File: src/cpu_pkg.sv
`default_nettype none

package cpu_pkg;

	// instruction field positions
	localparam int opcode_lsb = 25;
	localparam int rt_lsb = 20;
	localparam int ra_lsb = 15;
	localparam int rb_lsb = 10;
	localparam int imm5_lsb = 10;
	localparam int sv_lsb = 8;
	localparam int imm15_lsb = 0;
	localparam int imm20_lsb = 0;
	localparam int sub_base_lsb = 0;
	localparam int sub_ls_lsb = 0;

	typedef enum logic [5:0] {
		op_type_base = 6'b100000,
		op_addi      = 6'b101000,
		op_ori       = 6'b101100,
		op_xori      = 6'b101011,
		op_movi      = 6'b100010,
		op_lwi       = 6'b000010,
		op_swi       = 6'b001010,
		op_type_ls   = 6'b011100,
		op_halt      = 6'b111111
	} opcode_e;

	typedef enum logic [4:0] {
		base_add   = 5'b00000,
		base_sub   = 5'b00001,
		base_and   = 5'b00010,
		base_xor   = 5'b00011,
		base_or    = 5'b00100,
		base_slli  = 5'b01000,
		base_srli  = 5'b01001,
		base_rotri = 5'b01011
	} base_sub_e;

	typedef enum logic [7:0] {
		ls_lw = 8'b00000010,
		ls_sw = 8'b00001010
	} ls_sub_e;

	typedef enum logic [1:0] {s_fetch, s_latch, s_execute, s_writeback} ctrl_state_e;

	typedef enum logic [3:0] {
		alu_add, alu_sub, alu_and, alu_or, alu_xor,
		alu_srl, alu_sll, alu_rotr, alu_pass_b
	} alu_op_e;

	// second alu operand
	typedef enum logic [1:0] {opnd_reg, opnd_imm5, opnd_imm15, opnd_reg_offset} operand_sel_e;

	typedef enum logic [1:0] {res_alu, res_imm20, res_mem} result_sel_e;

	typedef struct packed {
		alu_op_e      alu_op;
		operand_sel_e operand_sel;
		result_sel_e  result_sel;
		logic         reg_write;
		logic         mem_read;
		logic         mem_write;
		logic         fetch;
		logic         pc_enable;
	} ctrl_t;

	typedef struct packed {
		logic        psel;
		logic        penable;
		logic        pwrite;
		logic [11:0] paddr;
		logic [31:0] pwdata;
	} apb_req_t;

endpackage

`default_nettype wire

File: src/debug_apb.sv
`timescale 1ns/1ps
`default_nettype none

module debug_apb #(
	parameter int IMEM_WORDS = 64,
	parameter int DMEM_WORDS = 64
) (
	input  wire logic                   clock,
	input  wire logic                   reset,
	input  wire cpu_pkg::apb_req_t      apb,
	output logic [31:0]                 prdata,
	output logic                        pready,
	output logic                        pslverr,
	input  wire logic                   fetch,
	input  wire logic [31:0]            pc,
	output logic [31:0]                 instr,
	input  wire logic                   halted,
	output logic                        running,
	output logic                        pc_clear,
	output logic [$clog2(DMEM_WORDS)-1:0] dmem_addr,
	input  wire logic [31:0]            dmem_rdata
);

	logic [31:0] imem [IMEM_WORDS];
	logic [$clog2(IMEM_WORDS)-1:0] imem_index;
	logic access, imem_hit, ctrl_hit, dmem_hit;
	logic imem_we, ctrl_we;

	assign access = apb.psel && apb.penable;
	assign imem_index = apb.paddr[2 +: $clog2(IMEM_WORDS)];
	assign dmem_addr = apb.paddr[2 +: $clog2(DMEM_WORDS)];

	// windows: 0x000 imem, 0x100 control, 0x200 dmem
	assign imem_hit = (apb.paddr[11:8] == 4'h0) && (apb.paddr[7:2] < IMEM_WORDS);
	assign ctrl_hit = (apb.paddr == 12'h100);
	assign dmem_hit = (apb.paddr[11:8] == 4'h2) && (apb.paddr[7:2] < DMEM_WORDS);

	assign imem_we = access && apb.pwrite && imem_hit && !running;
	assign ctrl_we = access && apb.pwrite && ctrl_hit;
	assign pc_clear = ctrl_we && apb.pwdata[0];

	assign pready = 1'b1;
	assign pslverr = access && ((imem_hit && (!apb.pwrite || running))
		|| (dmem_hit && apb.pwrite)
		|| !(imem_hit || ctrl_hit || dmem_hit));

	always_comb begin
		if (ctrl_hit) begin
			prdata = {31'b0, running};
		end else if (dmem_hit) begin
			prdata = dmem_rdata;
		end else begin
			prdata = '0;
		end
	end

	always_ff @(posedge clock) begin
		if (imem_we) begin
			imem[imem_index] <= apb.pwdata;
		end
	end

	always_ff @(posedge clock or posedge reset) begin
		if (reset) begin
			instr <= '0;
			running <= 1'b0;
		end else begin
			if (fetch) begin
				instr <= imem[pc[$clog2(IMEM_WORDS)-1:0]];
			end
			// the host write takes priority over a halt
			if (ctrl_we) begin
				running <= apb.pwdata[0];
			end else if (halted) begin
				running <= 1'b0;
			end
		end
	end

	assert property (@(posedge clock) disable iff (reset) $rose(apb.penable) |-> apb.psel);

endmodule

`default_nettype wire

File: config.mk
export PLATFORM = sky130hd
export DESIGN_NAME = debug_apb
export DESIGN_NICKNAME = d
export VERILOG_FILES = /design/src/cpu_pkg.sv /design/src/debug_apb.sv
export SDC_FILE = /design/constraint.sdc
export NUM_CORES = 2
export LEC_CHECK = 0
export BUFFER_PORTS_ARGS = -buffer_cell sky130_fd_sc_hd__buf_2
export CORE_ASPECT_RATIO = 0.5
export CORE_MARGIN = 3
export CORE_UTILIZATION = 50
export CTS_CLUSTER_DIAMETER = 80
export DETAILED_ROUTE_END_ITERATION = 10
export PLACE_DENSITY = 0.74
export SYNTH_ARGS = -nofsm -noshare
export SYNTH_HDL_FRONTEND = slang
export SYNTH_SLANG_ARGS = --single-unit
File: constraint.sdc
create_clock -name clock -period 3.65 [get_ports clock]
set_input_delay 0.73 -clock clock [delete_from_list [all_inputs] [get_ports clock]]
set_output_delay 0.73 -clock clock [all_outputs]
set_load 0.1 [all_outputs]
# Word level (Yosys, flattened, before mapping)
# Memories as Yosys holds them, arrays and structs flattened. A register that Yosys moved wholly into a read port is not among the register bits.
# Cells that the tools add are included.
[totals] reg_bits=1 ramBits=2048 in_bits=115 out_inout_bits=74 elab_cells=29 memories=1
[mem_list] name="imem" depth=64 word_bits=32 read_ports=1 rd_ports_with_merged_regs=1 write_ports=1 line="debug_apb.sv:24" rtl="logic [31:0] imem [IMEM_WORDS];"
[op_classes] eq_ne=2 n_mux=6 reduce_logical=19
[op_table] cell="32-bit two-way mux" count=2
[op_table] cell="12-bit by 9-bit == test with 1-bit output, second input constant" count=1
[op_table] cell="1-bit logical AND" count=9
[op_table] cell="1-bit logical OR" count=5
[op_table] cell="4-bit by 2-bit == test with 1-bit output, second input constant" count=1
[op_table] cell="4-bit zero test" count=1
[op_table] cell="1-bit two-way mux" count=4
[op_table] cell="1-bit zero test" count=3
[op_table] cell="2-bit nonzero test" count=1

# Logic depth before layout (Yosys ltp)
[depth] ltp_word=6 ltp_mapped=11 ltp_nobuf=6

# Worst setup path after synthesis
# OpenSTA, ideal clock, no wires.
[synth_path] path_kind="in2out" start="input apb[37] in the netlist's numbering" end="output pslverr" arrival_time_ns=3.653 required_ns=2.920 slack_ns=-0.733 cell_stages=6 path_buffers=2 cell_sequence="clkbuf_1 or3_1 buf_2 nor4b_1 and3_1 a211oi_1"
[synth_via] elab_chain_cells=6
[synth_lines] item="start: declaration" line="debug_apb.sv:10" rtl="input wire cpu_pkg::apb_req_t apb,"
[synth_lines] item="12-bit by 9-bit == test with 1-bit output" line="debug_apb.sv:35" rtl="assign ctrl_hit = (apb.paddr == 12'h100);"
[synth_lines] item="1-bit logical OR (2 in a row)" line="debug_apb.sv:45" rtl="|| !(imem_hit || ctrl_hit || dmem_hit));"
[synth_lines] item="1-bit zero test" line="debug_apb.sv:45"
[synth_lines] item="1-bit logical OR" line="debug_apb.sv:45"
[synth_lines] item="1-bit logical AND" line="debug_apb.sv:43" rtl="assign pslverr = access && ((imem_hit && (!apb.pwrite || running))"
[synth_lines] item="end: declaration" line="debug_apb.sv:13" rtl="output logic pslverr,"
# Every way passes these cells.

# Final worst setup path
[layout_path] start="register running" end="output pslverr"
[layout_via] elab_chain_cells=5
[layout_lines] item="start: declaration" line="debug_apb.sv:18" rtl="output logic running,"
[layout_lines] item="start signal: assignment" line="debug_apb.sv:73" rtl="running <= apb.pwdata[0];"
[layout_lines] item="1-bit logical OR" line="debug_apb.sv:43"
[layout_lines] item="1-bit logical AND" line="debug_apb.sv:43"
[layout_lines] item="1-bit logical OR" line="debug_apb.sv:44" rtl="|| (dmem_hit && apb.pwrite)"
[layout_lines] item="1-bit logical OR" line="debug_apb.sv:45"
[layout_lines] item="1-bit logical AND" line="debug_apb.sv:43"
# Every way passes these cells.

==> reports/metrics.csv <==
metric,value,unit
max incr delay on CP,0.49,ns
initial antenna violation count,21,
count of final hold-check violations,0,
kind of critical path,reg -> out,
post-route design area,90200,um^2
H-tree Lvls,4,
CP Cell Sequence,nor2_1 -> mux2_2 -> a211oi_2 -> buf_2,
clk buf depth,3,
Sum Neg Setup Slack,0,ns
Starting Density,50.5,%
hold_buf cts,0,
final setup fails,0,
LEAKAGE,29.4,nW
IO Count,189,
fill cell count,11019,
clk_skew,0.0277,ns
Most used DFF post-synth,edfxtp_1,
CP Launch Type,flop,
DR vias/cell,6.30,
Final #Nets,4304,
placed inst area,84700,um^2
min cycle time layout,3.07,ns
Slowest cell on crit path,buf_2,
Slew @ Worst Pin,1.28,ns
cell count after synthesis,3891,
count of flip-flops with a built-in enable after synthesis,2048,
crit end category,primary output,
synthesis warning total,0,
post-DP HPWL,106000,um
Worst slew margin,14.8,%
"CP delay by family, top",buffers and inverters,
layout cell share with drive strength beyond 1,22.5,%
worst hold path type,in -> async,
Max-Cap Viols,0,
Mapped Nets,4006,
outcome,"finished, final reports clean",
post-cts repair resize count,0,
post-route antenna net violation count,0,
CP bufs+invs,1,
Max Slew Vio Count,0,
WL/cell,29.7,um
RSZ-0062 raised after global routing,no,
#FFs+latches synth,2081,
pwr/cell area,523,nW/um^2
total gr overflow,0,
"Arr. time, crit path",2.34,ns
area grow syn2layout,12.8,%
Worst-path clk slew,0.07,ns
core area,158000,um^2
worst-path maximum fanout,4,
vias in the first global route,40577,
global-route wire length before repair,277000,um
die area,165000,um^2
WL final,192000,um
syn_area_per_cell,20.6,um^2
"Setup Fix Bufs, Post-CTS",0,
VDD IR-drop max,0.503,mV
final worst path period share,84.0,%
Synth cell types,47,
RD Place Congestion,0.867,
First-pass DRT Iterations,6,
Synth Cell Area,80000,um^2
total track usage,23.2,%
Vias,40662,
Synth async-reset ratio,1.59,%
Clk Tree Root Cell,clkbuf_16,
clock latency on the worst-skew pair,0.79,ns
WP data required,2.92,ns
Fin Hold WS,0.0835,ns
Iter 0 DRT Violations,5105,
fmax,326,MHz
row count,103,
CTS tree,built,
cts bufs inserted,178,
Buffers on Ports,161,
largest net degree at the start of global routing,99,
die width,572,um
die height,289,um
DRC,0,
clock tree sinks,2081,
sequential-to-total area share from yosys stat,77.9,%
-- worst min-delay path, delay by kind of cell --
family | cells | cell delay (ns)
buf+inv | 3 | 0.62
-- registers in the layout (all words and copies together) (netlist names) --
signal   flops
imem      2048
instr       32
running      1
-- layer usage --
| layer | GRT usage (%) | part of all wire (%) | vias to the layer above |
|---|---|---|---|
| li1 | - | - | 16825 |
| met1 | 32.1 | 38 | 21182 |
| met2 | 36.9 | 48 | 2345 |
| met5 | 0 | 0 | - |
| met4 | 8.42 | 3.1 | 0 |
| met3 | 4.92 | 11 | 310 |
-- cells by family (layout without fill, tap and decap cells) --
group	after synthesis	count (layout)	synth area share (%)
buf+inv	260	707	1.75
simple gates	376	376	2.43
other cells	1	14	0.00469
compound gates	451	451	4.11
flops	2081	2081	77.9
mux	722	722	13.8
-- layout make-up --
| class | count | area, um^2 | area share [%] |
|---|---|---|---|
| flip-flops and latches | 2081 | 62300 | 69.1 |
| multi-input cells | 1550 | 16800 | 18.6 |
| clock buffers | 225 | 4700 | 5.21 |
| repair buffers | 358 | 2940 | 3.26 |
| well taps | 2100 | 2630 | 2.91 |
| clock inverters | 104 | 738 | 0.818 |
| inverters | 20 | 75.1 | 0.0832 |
| diodes | 13 | 32.5 | 0.0361 |
-- where the power goes --
part	internal [mW]	total, mW	switching, mW
Clock	9.70	17.9	8.19
Sequential	26.3	26.4	0.110
Combinational	0.849	2.85	2.00
-- path summary, 6_finish.rpt --
| kind | from | end | slack, ns | cells past startpoint |
|---|---|---|---|---|
| worst max-delay path | running | pslverr | 0.58 | 4 |
| worst min-delay path | reset | instr[26] | 0.08 | 3 |
| worst max register to register | running | imem[51][12] | 1.03 | 6 |
| worst min register to register | running | running | 0.59 | 1 |
| max in group asynchronous | reset | instr[4] | 3.12 | 3 |
| min in group clock | halted | running | 0.26 | 3 |
-- cell usage in the layout (no fill, tap or decap), types with 18 or more instances in the layout --
master	instances
clkbuf_1	42
buf_4	149
nand2_1	44
buf_12	50
o221ai_1	32
clkinv_2	29
nor2_4	64
edfxtp_1	2048
a221oi_1	47
clkinv_1	51
inv_1	20
clkbuf_16	180
o22ai_1	113
o21ai_1	32
o211ai_1	32
nand4_1	18
nor2_1	56
mux2i_1	418
nand3_1	21
and3_1	34
a211oi_1	64
o41ai_1	32
buf_2	156
dfrtp_1	33
mux4_2	303
o22a_1	47
nor2b_1	82
-- per-stage QoR --
step	cells	setup WS (ns)	power [mW]	utilization, %
global route	6450	0.528	48.4	57.0
finish	6451	0.584	47.1	57.0
CTS	6438	0.557	47.3	56.9
floorplan	3891	0.103	28.6	-
detailed placement	6109	0.438	29.7	53.5
global placement	6109	0.482	29.6	53.5
-- synth_stat cells (4+ instances only) --
library cell,instances,area [um^2]
o22a_1,47,412
nand3b_1,4,30.0
o22ai_1,113,707
buf_6,23,259
mux4_2,303,6820
buf_2,84,420
nand3_1,21,105
and3_1,34,213
inv_1,20,75.1
nand2_1,45,169
clkbuf_1,89,334
o21ai_1,32,160
buf_4,37,278
a22oi_1,17,128
o221ai_1,32,280
nor2b_1,84,526
a211oi_1,65,488
a21oi_1,17,85.1
o21ai_0,15,75.1
nor2_1,120,450
edfxtp_1,2048,61500
mux2i_1,418,4180
dfrtp_1,33,826
nor4_1,16,100
buf_1,4,15.0
nor3_1,18,90.1
o41ai_1,32,280
nand4_1,18,113
a221oi_1,47,412
o211ai_1,32,240
No activity file was read; power rests on OpenSTA's default activity.
