**src/cpu_pkg.sv**
```systemverilog
`default_nettype none

package cpu_pkg;

	// instruction field positions
	localparam int opcode_lsb = 25;
	localparam int rt_lsb = 20;
	localparam int ra_lsb = 15;
	localparam int rb_lsb = 10;
	localparam int imm5_lsb = 10;
	localparam int sv_lsb = 8;
	localparam int imm15_lsb = 0;
	localparam int imm20_lsb = 0;
	localparam int sub_base_lsb = 0;
	localparam int sub_ls_lsb = 0;

	typedef enum logic [5:0] {
		op_type_base = 6'b100000,
		op_addi      = 6'b101000,
		op_ori       = 6'b101100,
		op_xori      = 6'b101011,
		op_movi      = 6'b100010,
		op_lwi       = 6'b000010,
		op_swi       = 6'b001010,
		op_type_ls   = 6'b011100,
		op_halt      = 6'b111111
	} opcode_e;

	typedef enum logic [4:0] {
		base_add   = 5'b00000,
		base_sub   = 5'b00001,
		base_and   = 5'b00010,
		base_xor   = 5'b00011,
		base_or    = 5'b00100,
		base_slli  = 5'b01000,
		base_srli  = 5'b01001,
		base_rotri = 5'b01011
	} base_sub_e;

	typedef enum logic [7:0] {
		ls_lw = 8'b00000010,
		ls_sw = 8'b00001010
	} ls_sub_e;

	typedef enum logic [1:0] {s_fetch, s_latch, s_execute, s_writeback} ctrl_state_e;

	typedef enum logic [3:0] {
		alu_add, alu_sub, alu_and, alu_or, alu_xor,
		alu_srl, alu_sll, alu_rotr, alu_pass_b
	} alu_op_e;

	// second alu operand
	typedef enum logic [1:0] {opnd_reg, opnd_imm5, opnd_imm15, opnd_reg_offset} operand_sel_e;

	typedef enum logic [1:0] {res_alu, res_imm20, res_mem} result_sel_e;

	typedef struct packed {
		alu_op_e      alu_op;
		operand_sel_e operand_sel;
		result_sel_e  result_sel;
		logic         reg_write;
		logic         mem_read;
		logic         mem_write;
		logic         fetch;
		logic         pc_enable;
	} ctrl_t;

	typedef struct packed {
		logic        psel;
		logic        penable;
		logic        pwrite;
		logic [11:0] paddr;
		logic [31:0] pwdata;
	} apb_req_t;

endpackage

`default_nettype wire

```
**src/controller.sv**
```systemverilog
`timescale 1ns/1ps
`default_nettype none

module controller (
	input  wire logic            clock,
	input  wire logic            reset,
	input  wire logic            running,
	input  wire logic [31:0]     instr,
	output logic                 halted,
	output cpu_pkg::ctrl_t       ctrl
);

	cpu_pkg::ctrl_state_e state, next_state;
	cpu_pkg::opcode_e opcode;
	cpu_pkg::base_sub_e sub_base;
	cpu_pkg::ls_sub_e sub_ls;
	logic dec_write, dec_load, dec_store, dec_halt;

	assign opcode = cpu_pkg::opcode_e'(instr[cpu_pkg::opcode_lsb +: 6]);
	assign sub_base = cpu_pkg::base_sub_e'(instr[cpu_pkg::sub_base_lsb +: 5]);
	assign sub_ls = cpu_pkg::ls_sub_e'(instr[cpu_pkg::sub_ls_lsb +: 8]);

	always_ff @(posedge clock or posedge reset) begin
		if (reset) begin
			state <= cpu_pkg::s_fetch;
		end else begin
			state <= next_state;
		end
	end

	always_comb begin
		case (state)
			// wait here until the host starts the core
			cpu_pkg::s_fetch:     next_state = running ? cpu_pkg::s_latch : cpu_pkg::s_fetch;
			cpu_pkg::s_latch:     next_state = cpu_pkg::s_execute;
			cpu_pkg::s_execute:   next_state = cpu_pkg::s_writeback;
			default:              next_state = cpu_pkg::s_fetch;
		endcase
	end

	always_comb begin
		ctrl.alu_op = cpu_pkg::alu_pass_b;
		ctrl.operand_sel = cpu_pkg::opnd_reg;
		ctrl.result_sel = cpu_pkg::res_alu;
		dec_write = 1'b0;
		dec_load = 1'b0;
		dec_store = 1'b0;
		dec_halt = 1'b0;
		case (opcode)
			cpu_pkg::op_type_base: begin
				dec_write = 1'b1;
				case (sub_base)
					cpu_pkg::base_add: ctrl.alu_op = cpu_pkg::alu_add;
					cpu_pkg::base_sub: ctrl.alu_op = cpu_pkg::alu_sub;
					cpu_pkg::base_and: ctrl.alu_op = cpu_pkg::alu_and;
					cpu_pkg::base_or:  ctrl.alu_op = cpu_pkg::alu_or;
					cpu_pkg::base_xor: ctrl.alu_op = cpu_pkg::alu_xor;
					cpu_pkg::base_srli: begin
						ctrl.alu_op = cpu_pkg::alu_srl;
						ctrl.operand_sel = cpu_pkg::opnd_imm5;
					end
					cpu_pkg::base_slli: begin
						ctrl.alu_op = cpu_pkg::alu_sll;
						ctrl.operand_sel = cpu_pkg::opnd_imm5;
					end
					cpu_pkg::base_rotri: begin
						ctrl.alu_op = cpu_pkg::alu_rotr;
						ctrl.operand_sel = cpu_pkg::opnd_imm5;
					end
					default: dec_write = 1'b0;
				endcase
			end
			cpu_pkg::op_addi, cpu_pkg::op_ori, cpu_pkg::op_xori: begin
				dec_write = 1'b1;
				ctrl.operand_sel = cpu_pkg::opnd_imm15;
				if (opcode == cpu_pkg::op_addi) begin
					ctrl.alu_op = cpu_pkg::alu_add;
				end else if (opcode == cpu_pkg::op_ori) begin
					ctrl.alu_op = cpu_pkg::alu_or;
				end else begin
					ctrl.alu_op = cpu_pkg::alu_xor;
				end
			end
			cpu_pkg::op_movi: begin
				dec_write = 1'b1;
				ctrl.result_sel = cpu_pkg::res_imm20;
			end
			cpu_pkg::op_lwi, cpu_pkg::op_swi: begin
				ctrl.alu_op = cpu_pkg::alu_add;
				ctrl.operand_sel = cpu_pkg::opnd_imm15;
				ctrl.result_sel = cpu_pkg::res_mem;
				dec_write = (opcode == cpu_pkg::op_lwi);
				dec_load = (opcode == cpu_pkg::op_lwi);
				dec_store = (opcode == cpu_pkg::op_swi);
			end
			cpu_pkg::op_type_ls: begin
				ctrl.alu_op = cpu_pkg::alu_add;
				ctrl.operand_sel = cpu_pkg::opnd_reg_offset;
				ctrl.result_sel = cpu_pkg::res_mem;
				dec_write = (sub_ls == cpu_pkg::ls_lw);
				dec_load = (sub_ls == cpu_pkg::ls_lw);
				dec_store = (sub_ls == cpu_pkg::ls_sw);
			end
			cpu_pkg::op_halt: dec_halt = 1'b1;
			default: ;
		endcase
	end

	// strobes follow the state
	assign ctrl.fetch = (state == cpu_pkg::s_fetch) && running;
	assign ctrl.pc_enable = (state == cpu_pkg::s_latch);
	assign ctrl.mem_read = dec_load && (state == cpu_pkg::s_execute);
	assign ctrl.mem_write = dec_store && (state == cpu_pkg::s_writeback);
	assign ctrl.reg_write = dec_write && (state == cpu_pkg::s_writeback);
	assign halted = dec_halt && (state == cpu_pkg::s_execute);

	assert property (@(posedge clock) disable iff (reset) !(ctrl.mem_read && ctrl.mem_write));
	// a register write comes straight after the execute cycle
	assert property (@(posedge clock) disable iff (reset)
		ctrl.reg_write |-> $past(state) == cpu_pkg::s_execute);

endmodule

`default_nettype wire

```
**config.mk**
```make
export PLATFORM = sky130hd
export DESIGN_NAME = controller
export DESIGN_NICKNAME = d
export VERILOG_FILES = /design/src/cpu_pkg.sv /design/src/controller.sv
export SDC_FILE = /design/constraint.sdc
export NUM_CORES = 1
export LEC_CHECK = 0
export ABC_CLOCK_PERIOD_IN_PS = 1600
export BUFFER_PORTS_ARGS = -buffer_cell sky130_fd_sc_hd__buf_2
export CORE_MARGIN = 1
export CORE_UTILIZATION = 31
export CTS_CLUSTER_DIAMETER = 40
export CTS_CLUSTER_SIZE = 28
export DETAILED_ROUTE_END_ITERATION = 7
export PLACE_DENSITY = 0.77
export SKIP_CTS_REPAIR_TIMING = 1
export SYNTH_ARGS = -nofsm -noshare
export SYNTH_HDL_FRONTEND = slang
export SYNTH_SLANG_ARGS = --single-unit
```
**constraint.sdc**
```tcl
create_clock -name clock -period 1.6 [get_ports clock]
set_clock_uncertainty 0.1 [all_clocks]
set_input_delay 0.08 -clock clock [delete_from_list [all_inputs] [get_ports clock]]
set_output_delay 0.08 -clock clock [all_outputs]
set_load 0.1 [all_outputs]
```
; After elaboration in Yosys (flattened, before gate mapping)
; Index checks and enable logic that the tools add are counted.
[totals]
register_bits = 2
wordCells = 48
out_inout_bits = 14
inputBits = 35
[op_classes]
mux = 13
n_eq_ne = 21
n_reduce_logical = 13
[ops]
columns = op, count
row1 = "6-bit equality test, second input constant", 6
row2 = 4-bit case mux with 8 select lines, 1
row3 = 6-bit case mux with 4 select lines, 1
row4 = "5-bit by 4-bit equality test with 1-bit output, second input constant", 3
row5 = "5-bit by 2-bit equality test with 1-bit output, second input constant", 2
row6 = 3-bit OR reduction, 3
row7 = "8-bit by 2-bit equality test with 1-bit output, second input constant", 1
row8 = "8-bit by 4-bit equality test with 1-bit output, second input constant", 1
row9 = 8-bit OR reduction, 1
row10 = "6-bit by 2-bit equality test with 1-bit output, second input constant", 1
row11 = "6-bit by 4-bit equality test with 1-bit output, second input constant", 1
row12 = "6-bit by 5-bit equality test with 1-bit output, second input constant", 1
row13 = 2-bit case mux with 3 select lines, 1
row14 = "5-bit by 1-bit equality test with 1-bit output, second input constant", 1
row15 = "5-bit by 3-bit equality test with 1-bit output, second input constant", 1
row16 = 1-bit logical AND, 5
row17 = 5-bit zero test, 1
row18 = "2-bit equality test, second input constant", 2
row19 = 1-bit 2-to-1 mux, 4
row20 = 4-bit 2-to-1 mux, 1
row21 = 1-bit case mux with 2 select lines, 2
row22 = 1-bit case mux with 4 select lines, 1
row23 = 2-bit case mux with 2 select lines, 1
row24 = 4-bit OR reduction, 1
row25 = other kinds (4), 4

; Logic depth before layout (Yosys ltp)
; Gate-level depths: netlist (run 1).
[logic_depth]
ltp_word = 5
mapped_depth = 5
ltp_nobuf = 4

; Least setup slack after synthesis (run 1)
; OpenSTA, ideal clock, no wires.
[synth_path]
path_kind = input port to output port
startpoint = input instr[25]
endpoint = output ctrl[12] in the netlist's numbering
required_ns = 1.420
stages = 5
slack_ns = -3.131
arrival_time_ns = 4.551
path_buffers = 1
path_cell_list = clkbuf_1 > or4b_2 > o311a_1 > o21ai_0 > nor2_1
[synth_lines]
columns = element, line_no
row1 = "start, declared", controller.sv:8  ; input wire logic [31:0] instr,
row2 = "end, declared", controller.sv:10  ; output cpu_pkg::ctrl_t ctrl

==> impl_summary.txt, run 1 <==
----------------------------------------------------
[Logic synthesis]
  Top FF cell, synth ... sky130_fd_sc_hd__dfrtp_1
  Part of the Yosys area used for sequential elements ... 0.101
  Register bit total from synthesis ... 2
  Synth Area per Inst ... 7.27 sq um
  Post-synth net total ... 107
  Library cell with the largest summed area after synthesis ... sky130_fd_sc_hd__dfrtp_1
  Post-synthesis cell type count ... 34
  Fraction of synthesis flops using an asynchronous set or reset pin ... 1.00
  Dominant cells by area after synthesis ... sky130_fd_sc_hd__dfrtp_1 (10%), sky130_fd_sc_hd__ha_1 (10%), sky130_fd_sc_hd__o21ai_0 (7.1%)
  Top cell type's share of synthesized area ... 0.101
  Netlist area before placement ... about 490 sq um
  Post-Syn Instances ... 68
  Warning count from the yosys run ... 0
  EDFF count, synth ... 0

[Cells and area]
  Diode count ... 0
  Top flop regs ... state: 2 flops
  Register with the highest flop count ... state
  Non-Filler Cell Area, Final ... 1340 sq um
  Max reg flops ... 2
  NumNets Final ... 166
  Share of post-route cells with drive strength above 1 ... 0.712
  Synthesis-to-finish area growth ... 170%

[Outcome]
  Violated checks ... negative setup slack
  Outcome ... finished with violations

[Timing]
  Measured slew at the worst slew-check pin ... between 0.4 and 0.5 ns
  Max Clk Rate ... 518 MHz
  Fin Setup TNS ... -2.20 ns
  Final hold slack ... around 0.16 ns
  Headroom to the max-slew limit ... 0.678
  Least setup slack across all paths after layout ... -0.330 ns
  Final hold vios ... 0
  Setup violation total in the final timing report ... 10
  Setup repair after global routing missed its margin ... yes
  Final slew viol count ... 0
  Tmin final ... 1.93 ns
  Final critical-path share of the clock period ... 1.21

[Placed design]
  Total placed instance area ... 1120 sq um
  Gpl congestion ... 0.737
  Port-buffer cells ... 30
  Dpl hpwl ... 1510 um

[Power and ir drop]
  Leak pwr ... approximately 0.00058 uW
  Total power ... 845 uW
  Maximum VDD drop ... 1040 uV
  Pwr/cell area ... ~630 nW/um^2

[GRT]
  Maximum number of pins on one net before global-route repair ... 11
  Met1 GRT Util ... 0.232
  Highest-utilization routing layer at the global route stage ... met2
  Met2 track demand over resource ... 0.428
  Vias in the first global route ... 717
  Global routing met3 resource utilization ... 0.0304
  Tot GR Track Use ... 0.226
  Grt ovf ... 0
  Wire length of the first global-routing pass ... 3000 um
  Number of antenna violations at the first check in global routing ... 0

[Drt]
  Via count ... slightly below 800
  Routed wirelength normalized by instance count ... around 18 um
  Via density ... 5.63
  Detail Route Antenna Nets ... 0
  Routed wire length ... between 2000 and 3000 um
  DRT iter0 DRCs ... 17
  Iteration count of the initial detailed-routing pass ... 4
  Post-route DRC violation count ... 0

[Clocking]
  Clk sink count ... 2
  Clock latency on the worst-skew pair ... 0.23 ns
  CTS tree ... done
  Clock slew at the register clock pins of the worst setup and hold paths ... 0.04 ns
  CTS Root Buffer Type ... sky130_fd_sc_hd__clkbuf_4
  Max H-tree Level ... 1
  Number of buffers inserted during clock tree synthesis ... 3
  Maximum root-to-sink buffer count ... 2

[Setup path]
  Highest fanout seen on the critical path ... 4
  Req. time, crit path ... ~1.4 ns
  Type of destination of the critical path ... primary output
  Arrival time worst endpoint ... around 1.8 ns
  Nature of the critical path startpoint ... input pin
  Critical path class ... in -> out

[Floorplanning]
  Chip width ... 41.9 um
  Initial core utilization ... 0.332
  I/O pin total ... 49
  Die Area ... ~1800 sq um
  Core box area ... 1490 sq um
  Site row count ... 14
  Vert. Die Dim ... 41.9 um

[Worst hold path]
  Worst Hold Class ... in -> async

[Run]
  Reported max-cap violation count ... 0

----------------------------------------------------
## power breakdown
| group | leakage (uW) | switching [uW] | internal [uW] |
|---|---|---|---|
| clock network | 0.0000138 | 33.3 | 83.1 |
| logic | 0.000544 | 376 | 244 |
| registers | 0.0000239 | 29.6 | 78.4 |
## metal layers
metal	routed length, um	vias up	share of wire
met5	0	-	0
met2	1420	27	0.56
li1	-	372	-
met4	25	0	0.0099
met1	1030	391	0.41
met3	61	4	0.024
## cells in the final DEF, fill, tap and decap left out, types with 2 or more instances in the layout
cell	netlist	final
sky130_fd_sc_hd__buf_12	0	12
sky130_fd_sc_hd__buf_2	0	12
sky130_fd_sc_hd__buf_4	0	19
sky130_fd_sc_hd__buf_6	1	12
sky130_fd_sc_hd__clkbuf_4	0	3
sky130_fd_sc_hd__dfrtp_1	2	2
sky130_fd_sc_hd__ha_1	4	3
sky130_fd_sc_hd__inv_1	6	5
sky130_fd_sc_hd__mux2_2	2	2
sky130_fd_sc_hd__nand2_1	4	3
sky130_fd_sc_hd__nand2b_1	4	4
sky130_fd_sc_hd__nand3_1	4	3
sky130_fd_sc_hd__nor2_1	4	2
sky130_fd_sc_hd__o21ai_0	7	2
sky130_fd_sc_hd__o21ai_4	0	5
sky130_fd_sc_hd__or4_4	1	4
sky130_fd_sc_hd__or4b_4	1	2
## worst max-delay path, stage by stage
cell	delay [ns]
sky130_fd_sc_hd__buf_6	0.09
sky130_fd_sc_hd__or4b_4	0.54
sky130_fd_sc_hd__or4_4	0.48
sky130_fd_sc_hd__buf_8	0.17
sky130_fd_sc_hd__o22ai_4	0.19
sky130_fd_sc_hd__buf_12	0.20
## worst paths after layout
kind / startpoint / endpoint / slack [ns] / cells past startpoint
min in group clock: running / state[0]$_DFF_PP0_ / 0.19 / 3
max in group asynchronous: reset / state[1]$_DFF_PP0_ / 1.10 / 3
worst min-delay path: reset / state[0]$_DFF_PP0_ / 0.16 / 3
worst max-delay path: instr[27] / ctrl[11] / -0.33 / 6
worst min register to register: state[0]$_DFF_PP0_ / state[0]$_DFF_PP0_ / 0.58 / 2
worst max register to register: state[1]$_DFF_PP0_ / state[0]$_DFF_PP0_ / 0.23 / 4
## metrics by stage
step	setup WS [ns]	instances	utilization
after floorplan	-0.575	68	-
after global placement	-0.313	128	0.755
after detailed placement	-0.361	128	0.755
after CTS	-0.364	131	0.770
after global routing	-0.340	141	0.897
final	-0.330	141	0.897
## area by class of cell
class / count / area, sq um
Clock buffer: 3 / 22.5
Fill cell: 66 / 153
Inverter: 6 / 22.5
Multi-Input combinational cell: 57 / 618
Sequential cell: 2 / 50.0
Tap cell: 16 / 20.0
Timing Repair Buffer: 57 / 603
## cells by family after synthesis
family	Yosys count	share of synthesized area
flops	2	0.101
fa+ha+maj	4	0.101
compound gates	17	0.225
buf+inv	9	0.0835
mux	2	0.0456
xor+xnor	2	0.0354
simple gates	32	0.408
## Yosys cell counts, types with 2 or more instances
master,instances
sky130_fd_sc_hd__nor2_1,4
sky130_fd_sc_hd__a2bb2oi_1,2
sky130_fd_sc_hd__nand3_1,4
sky130_fd_sc_hd__nand2_1,4
sky130_fd_sc_hd__nor3_1,2
sky130_fd_sc_hd__o21ai_0,7
sky130_fd_sc_hd__nor4_1,2
sky130_fd_sc_hd__mux2_2,2
sky130_fd_sc_hd__dfrtp_1,2
sky130_fd_sc_hd__or4_1,3
sky130_fd_sc_hd__nand2b_1,4
sky130_fd_sc_hd__ha_1,4
sky130_fd_sc_hd__clkbuf_1,2
sky130_fd_sc_hd__inv_1,6
Power figures use the tool's default switching activity.
==> run 2: changes to the inputs <==
--- a/config.mk
+++ b/config.mk
@@ -7,12 +7,15 @@
 export LEC_CHECK = 0
 export ABC_CLOCK_PERIOD_IN_PS = 1600
 export BUFFER_PORTS_ARGS = -buffer_cell sky130_fd_sc_hd__buf_2
+export CELL_PAD_IN_SITES_DETAIL_PLACEMENT = 0
+export CELL_PAD_IN_SITES_GLOBAL_PLACEMENT = 1
+export CORE_ASPECT_RATIO = 1.4
 export CORE_MARGIN = 1
-export CORE_UTILIZATION = 31
+export CORE_UTILIZATION = 19
 export CTS_CLUSTER_DIAMETER = 40
 export CTS_CLUSTER_SIZE = 28
 export DETAILED_ROUTE_END_ITERATION = 7
-export PLACE_DENSITY = 0.77
+export PLACE_DENSITY = 0.75
 export SKIP_CTS_REPAIR_TIMING = 1
 export SYNTH_ARGS = -nofsm -noshare
 export SYNTH_HDL_FRONTEND = slang
==> impl_summary.txt, run 2 (same netlist as run 1, synthesis figures left out) <==
----------------------------------------------------
[Outcome]
  Outcome ... finished with violations
  Violated checks ... negative setup slack

[Drt]
  Via density ... 4.59 (-18%)
  Iteration count of the initial detailed-routing pass ... 4 (unchanged)
  DRT iter0 DRCs ... 4 (-13)
  Routed wirelength normalized by instance count ... 12.2 um (-32%)
  Via count ... 712 (-10%)
  Routed wire length ... 1890 um (-26%)
  Post-route DRC violation count ... 0 (unchanged)
  Detail Route Antenna Nets ... 0 (unchanged)

[Clocking]
  Number of buffers inserted during clock tree synthesis ... 3 (unchanged)
  Maximum root-to-sink buffer count ... 2 (unchanged)
  Clock slew at the register clock pins of the worst setup and hold paths ... 0.03 ns (about the same)
  Clk sink count ... 2 (unchanged)
  Max H-tree Level ... 1 (unchanged)
  Clock latency on the worst-skew pair ... 0.23 ns (about the same)
  CTS Root Buffer Type ... sky130_fd_sc_hd__clkbuf_4
  CTS tree ... done

[Floorplanning]
  Chip width ... 45.1 um (+7.6%)
  Vert. Die Dim ... 62.3 um (+49%)
  Die Area ... 2810 sq um (+60%)
  Site row count ... 21 (+7)
  Initial core utilization ... 0.204 (-0.127)
  I/O pin total ... 49 (unchanged)
  Core box area ... 2420 sq um (+62%)

[Power and ir drop]
  Maximum VDD drop ... 879 uV (-16%)
  Pwr/cell area ... 623 nW/um^2 (-1.4%)
  Leak pwr ... 0.000558 uW (-4.2%)
  Clock power share ... 0.140 (+0.002)
  Sequential share of power ... 0.133 (+0.005)
  Cell Int Power ... 395 uW (-2.6%)
  Total power ... 820 uW (-2.9%)
  Switching part of the total ... 0.518 (-0.00164)
  Combinational fraction of design power ... 0.727 (-0.007)
  Switching power summed over all nets ... 425 uW (-3.3%)

[GRT]
  Maximum number of pins on one net before global-route repair ... 9 (-2)
  Tot GR Track Use ... 0.137 (-0.0888)
  Grt ovf ... 0 (unchanged)
  Number of antenna violations at the first check in global routing ... 0 (unchanged)
  Wire length of the first global-routing pass ... 2860 um (-4.6%)
  Vias in the first global route ... 696 (-2.9%)

[Timing]
  Setup violation total in the final timing report ... 9 (-1)
  Tmin final ... 1.90 ns (-0.0343 ns)
  Headroom to the max-slew limit ... 0.680 (+0.00120)
  Max Clk Rate ... 528 MHz (+1.8%)
  Measured slew at the worst slew-check pin ... 0.484 ns (-0.00181 ns)
  Final slew viol count ... 0 (unchanged)
  Least setup slack across all paths after layout ... -0.295 ns (+0.0343 ns)
  Setup repair after global routing missed its margin ... yes
  Final hold vios ... 0 (unchanged)
  Final critical-path share of the clock period ... 1.18 (-0.0215)

[Setup path]
  Worst R2R Start ... state[1]$_DFF_PP0_
  Arrival time worst endpoint ... 1.72 ns (-0.03 ns)
  Type of destination of the critical path ... primary output
  Crit path launch ... instr[27]
  Critical path class ... in -> out
  Highest fanout seen on the critical path ... 3 (-1)
  Req. time, crit path ... 1.42 ns (about the same)
  Nature of the critical path startpoint ... input pin

[Cells and area]
  Multi-input logic area ... 622 sq um (+0.61%)
  Combined flip-flop and latch cell area ... 50.0 sq um (unchanged)
  Non-Filler Cell Area, Final ... 1320 sq um (-1.6%)
  Share of post-route cells with drive strength above 1 ... 0.702 (-0.00952)
  Top flop regs ... state: 2 flops
  Diode count ... 0 (unchanged)
  Register with the highest flop count ... state
  Most common cell after layout, fill and taps aside ... sky130_fd_sc_hd__buf_4
  NumNets Final ... 162 (-2.4%)
  Fill cells ... 232 (+250%)
  Synthesis-to-finish area growth ... 166%
  Most frequent cells in the layout ... sky130_fd_sc_hd__buf_4 (17), sky130_fd_sc_hd__buf_2 (13), sky130_fd_sc_hd__buf_12 (12)
  Max reg flops ... 2 (unchanged)

[Placed design]
  Gpl congestion ... 0.788 (+6.9%)
  Total placed instance area ... 1170 sq um (+4.0%)
  Port-buffer cells ... 30 (unchanged)
  Setup WS pre-CTS ... -0.299 ns (+0.0627 ns)
  Dpl hpwl ... 1490 um (-1.1%)

[Run]
  Reported max-cap violation count ... 0 (unchanged)

[Worst hold path]
  Worst Hold Class ... in -> async

----------------------------------------------------
[run 2: metal layers]
metal  vias up  GRT usage  routed length [um]
met5         -          0                   0
met1       328      0.133                 677
li1        358          -                   -
met2        24      0.243                1080
met4         0     0.0682                  19
met3         2     0.0465                 109
[run 2: final timing paths]
check	slack [ns]	cells after the start	end
worst max-delay path	-0.30	6	ctrl[4]
worst min-delay path	0.15	3	state[0]$_DFF_PP0_
worst max register to register	0.21	4	state[0]$_DFF_PP0_
worst min register to register	0.57	2	state[1]$_DFF_PP0_
max in group asynchronous	1.14	3	state[1]$_DFF_PP0_
min in group clock	0.18	3	state[0]$_DFF_PP0_
[run 2: area by class of cell]
cell class,count,area share
Clock buffer,3,0.0171
Multi-Input combinational cell,57,0.473
Inverter,6,0.0171
Sequential cell,2,0.0381
Timing Repair Buffer,53,0.422
Tap cell,34,0.0324
[run 2: power groups by stage]
stage               Clock [uW]  Combinational (uW)  Sequential, uW
detailed placement           0                 569             111
global placement             0                 551             108
finish                     115                 596             109
floorplan                    0                 416             105
CTS                        123                 572             110
global route               131                 634             111
[run 2: critical path: stages]
cell                        delay [ns]
sky130_fd_sc_hd__buf_6            0.09
sky130_fd_sc_hd__or4b_4           0.53
sky130_fd_sc_hd__or4_4            0.46
sky130_fd_sc_hd__a2bb2oi_2        0.19
sky130_fd_sc_hd__a21boi_4         0.17
sky130_fd_sc_hd__buf_12           0.19
[run 2: metrics by stage]
step                instances  utilization  hold WS (ns)  TNS (ns)
global route              155        0.544         0.156     -2.12
floorplan                  68            -        -0.279     -3.40
finish                    155        0.544         0.147     -1.85
detailed placement        149        0.483        -0.164     -2.12
CTS                       152        0.493        -0.411     -2.18
global placement          149        0.483        -0.173     -2.08
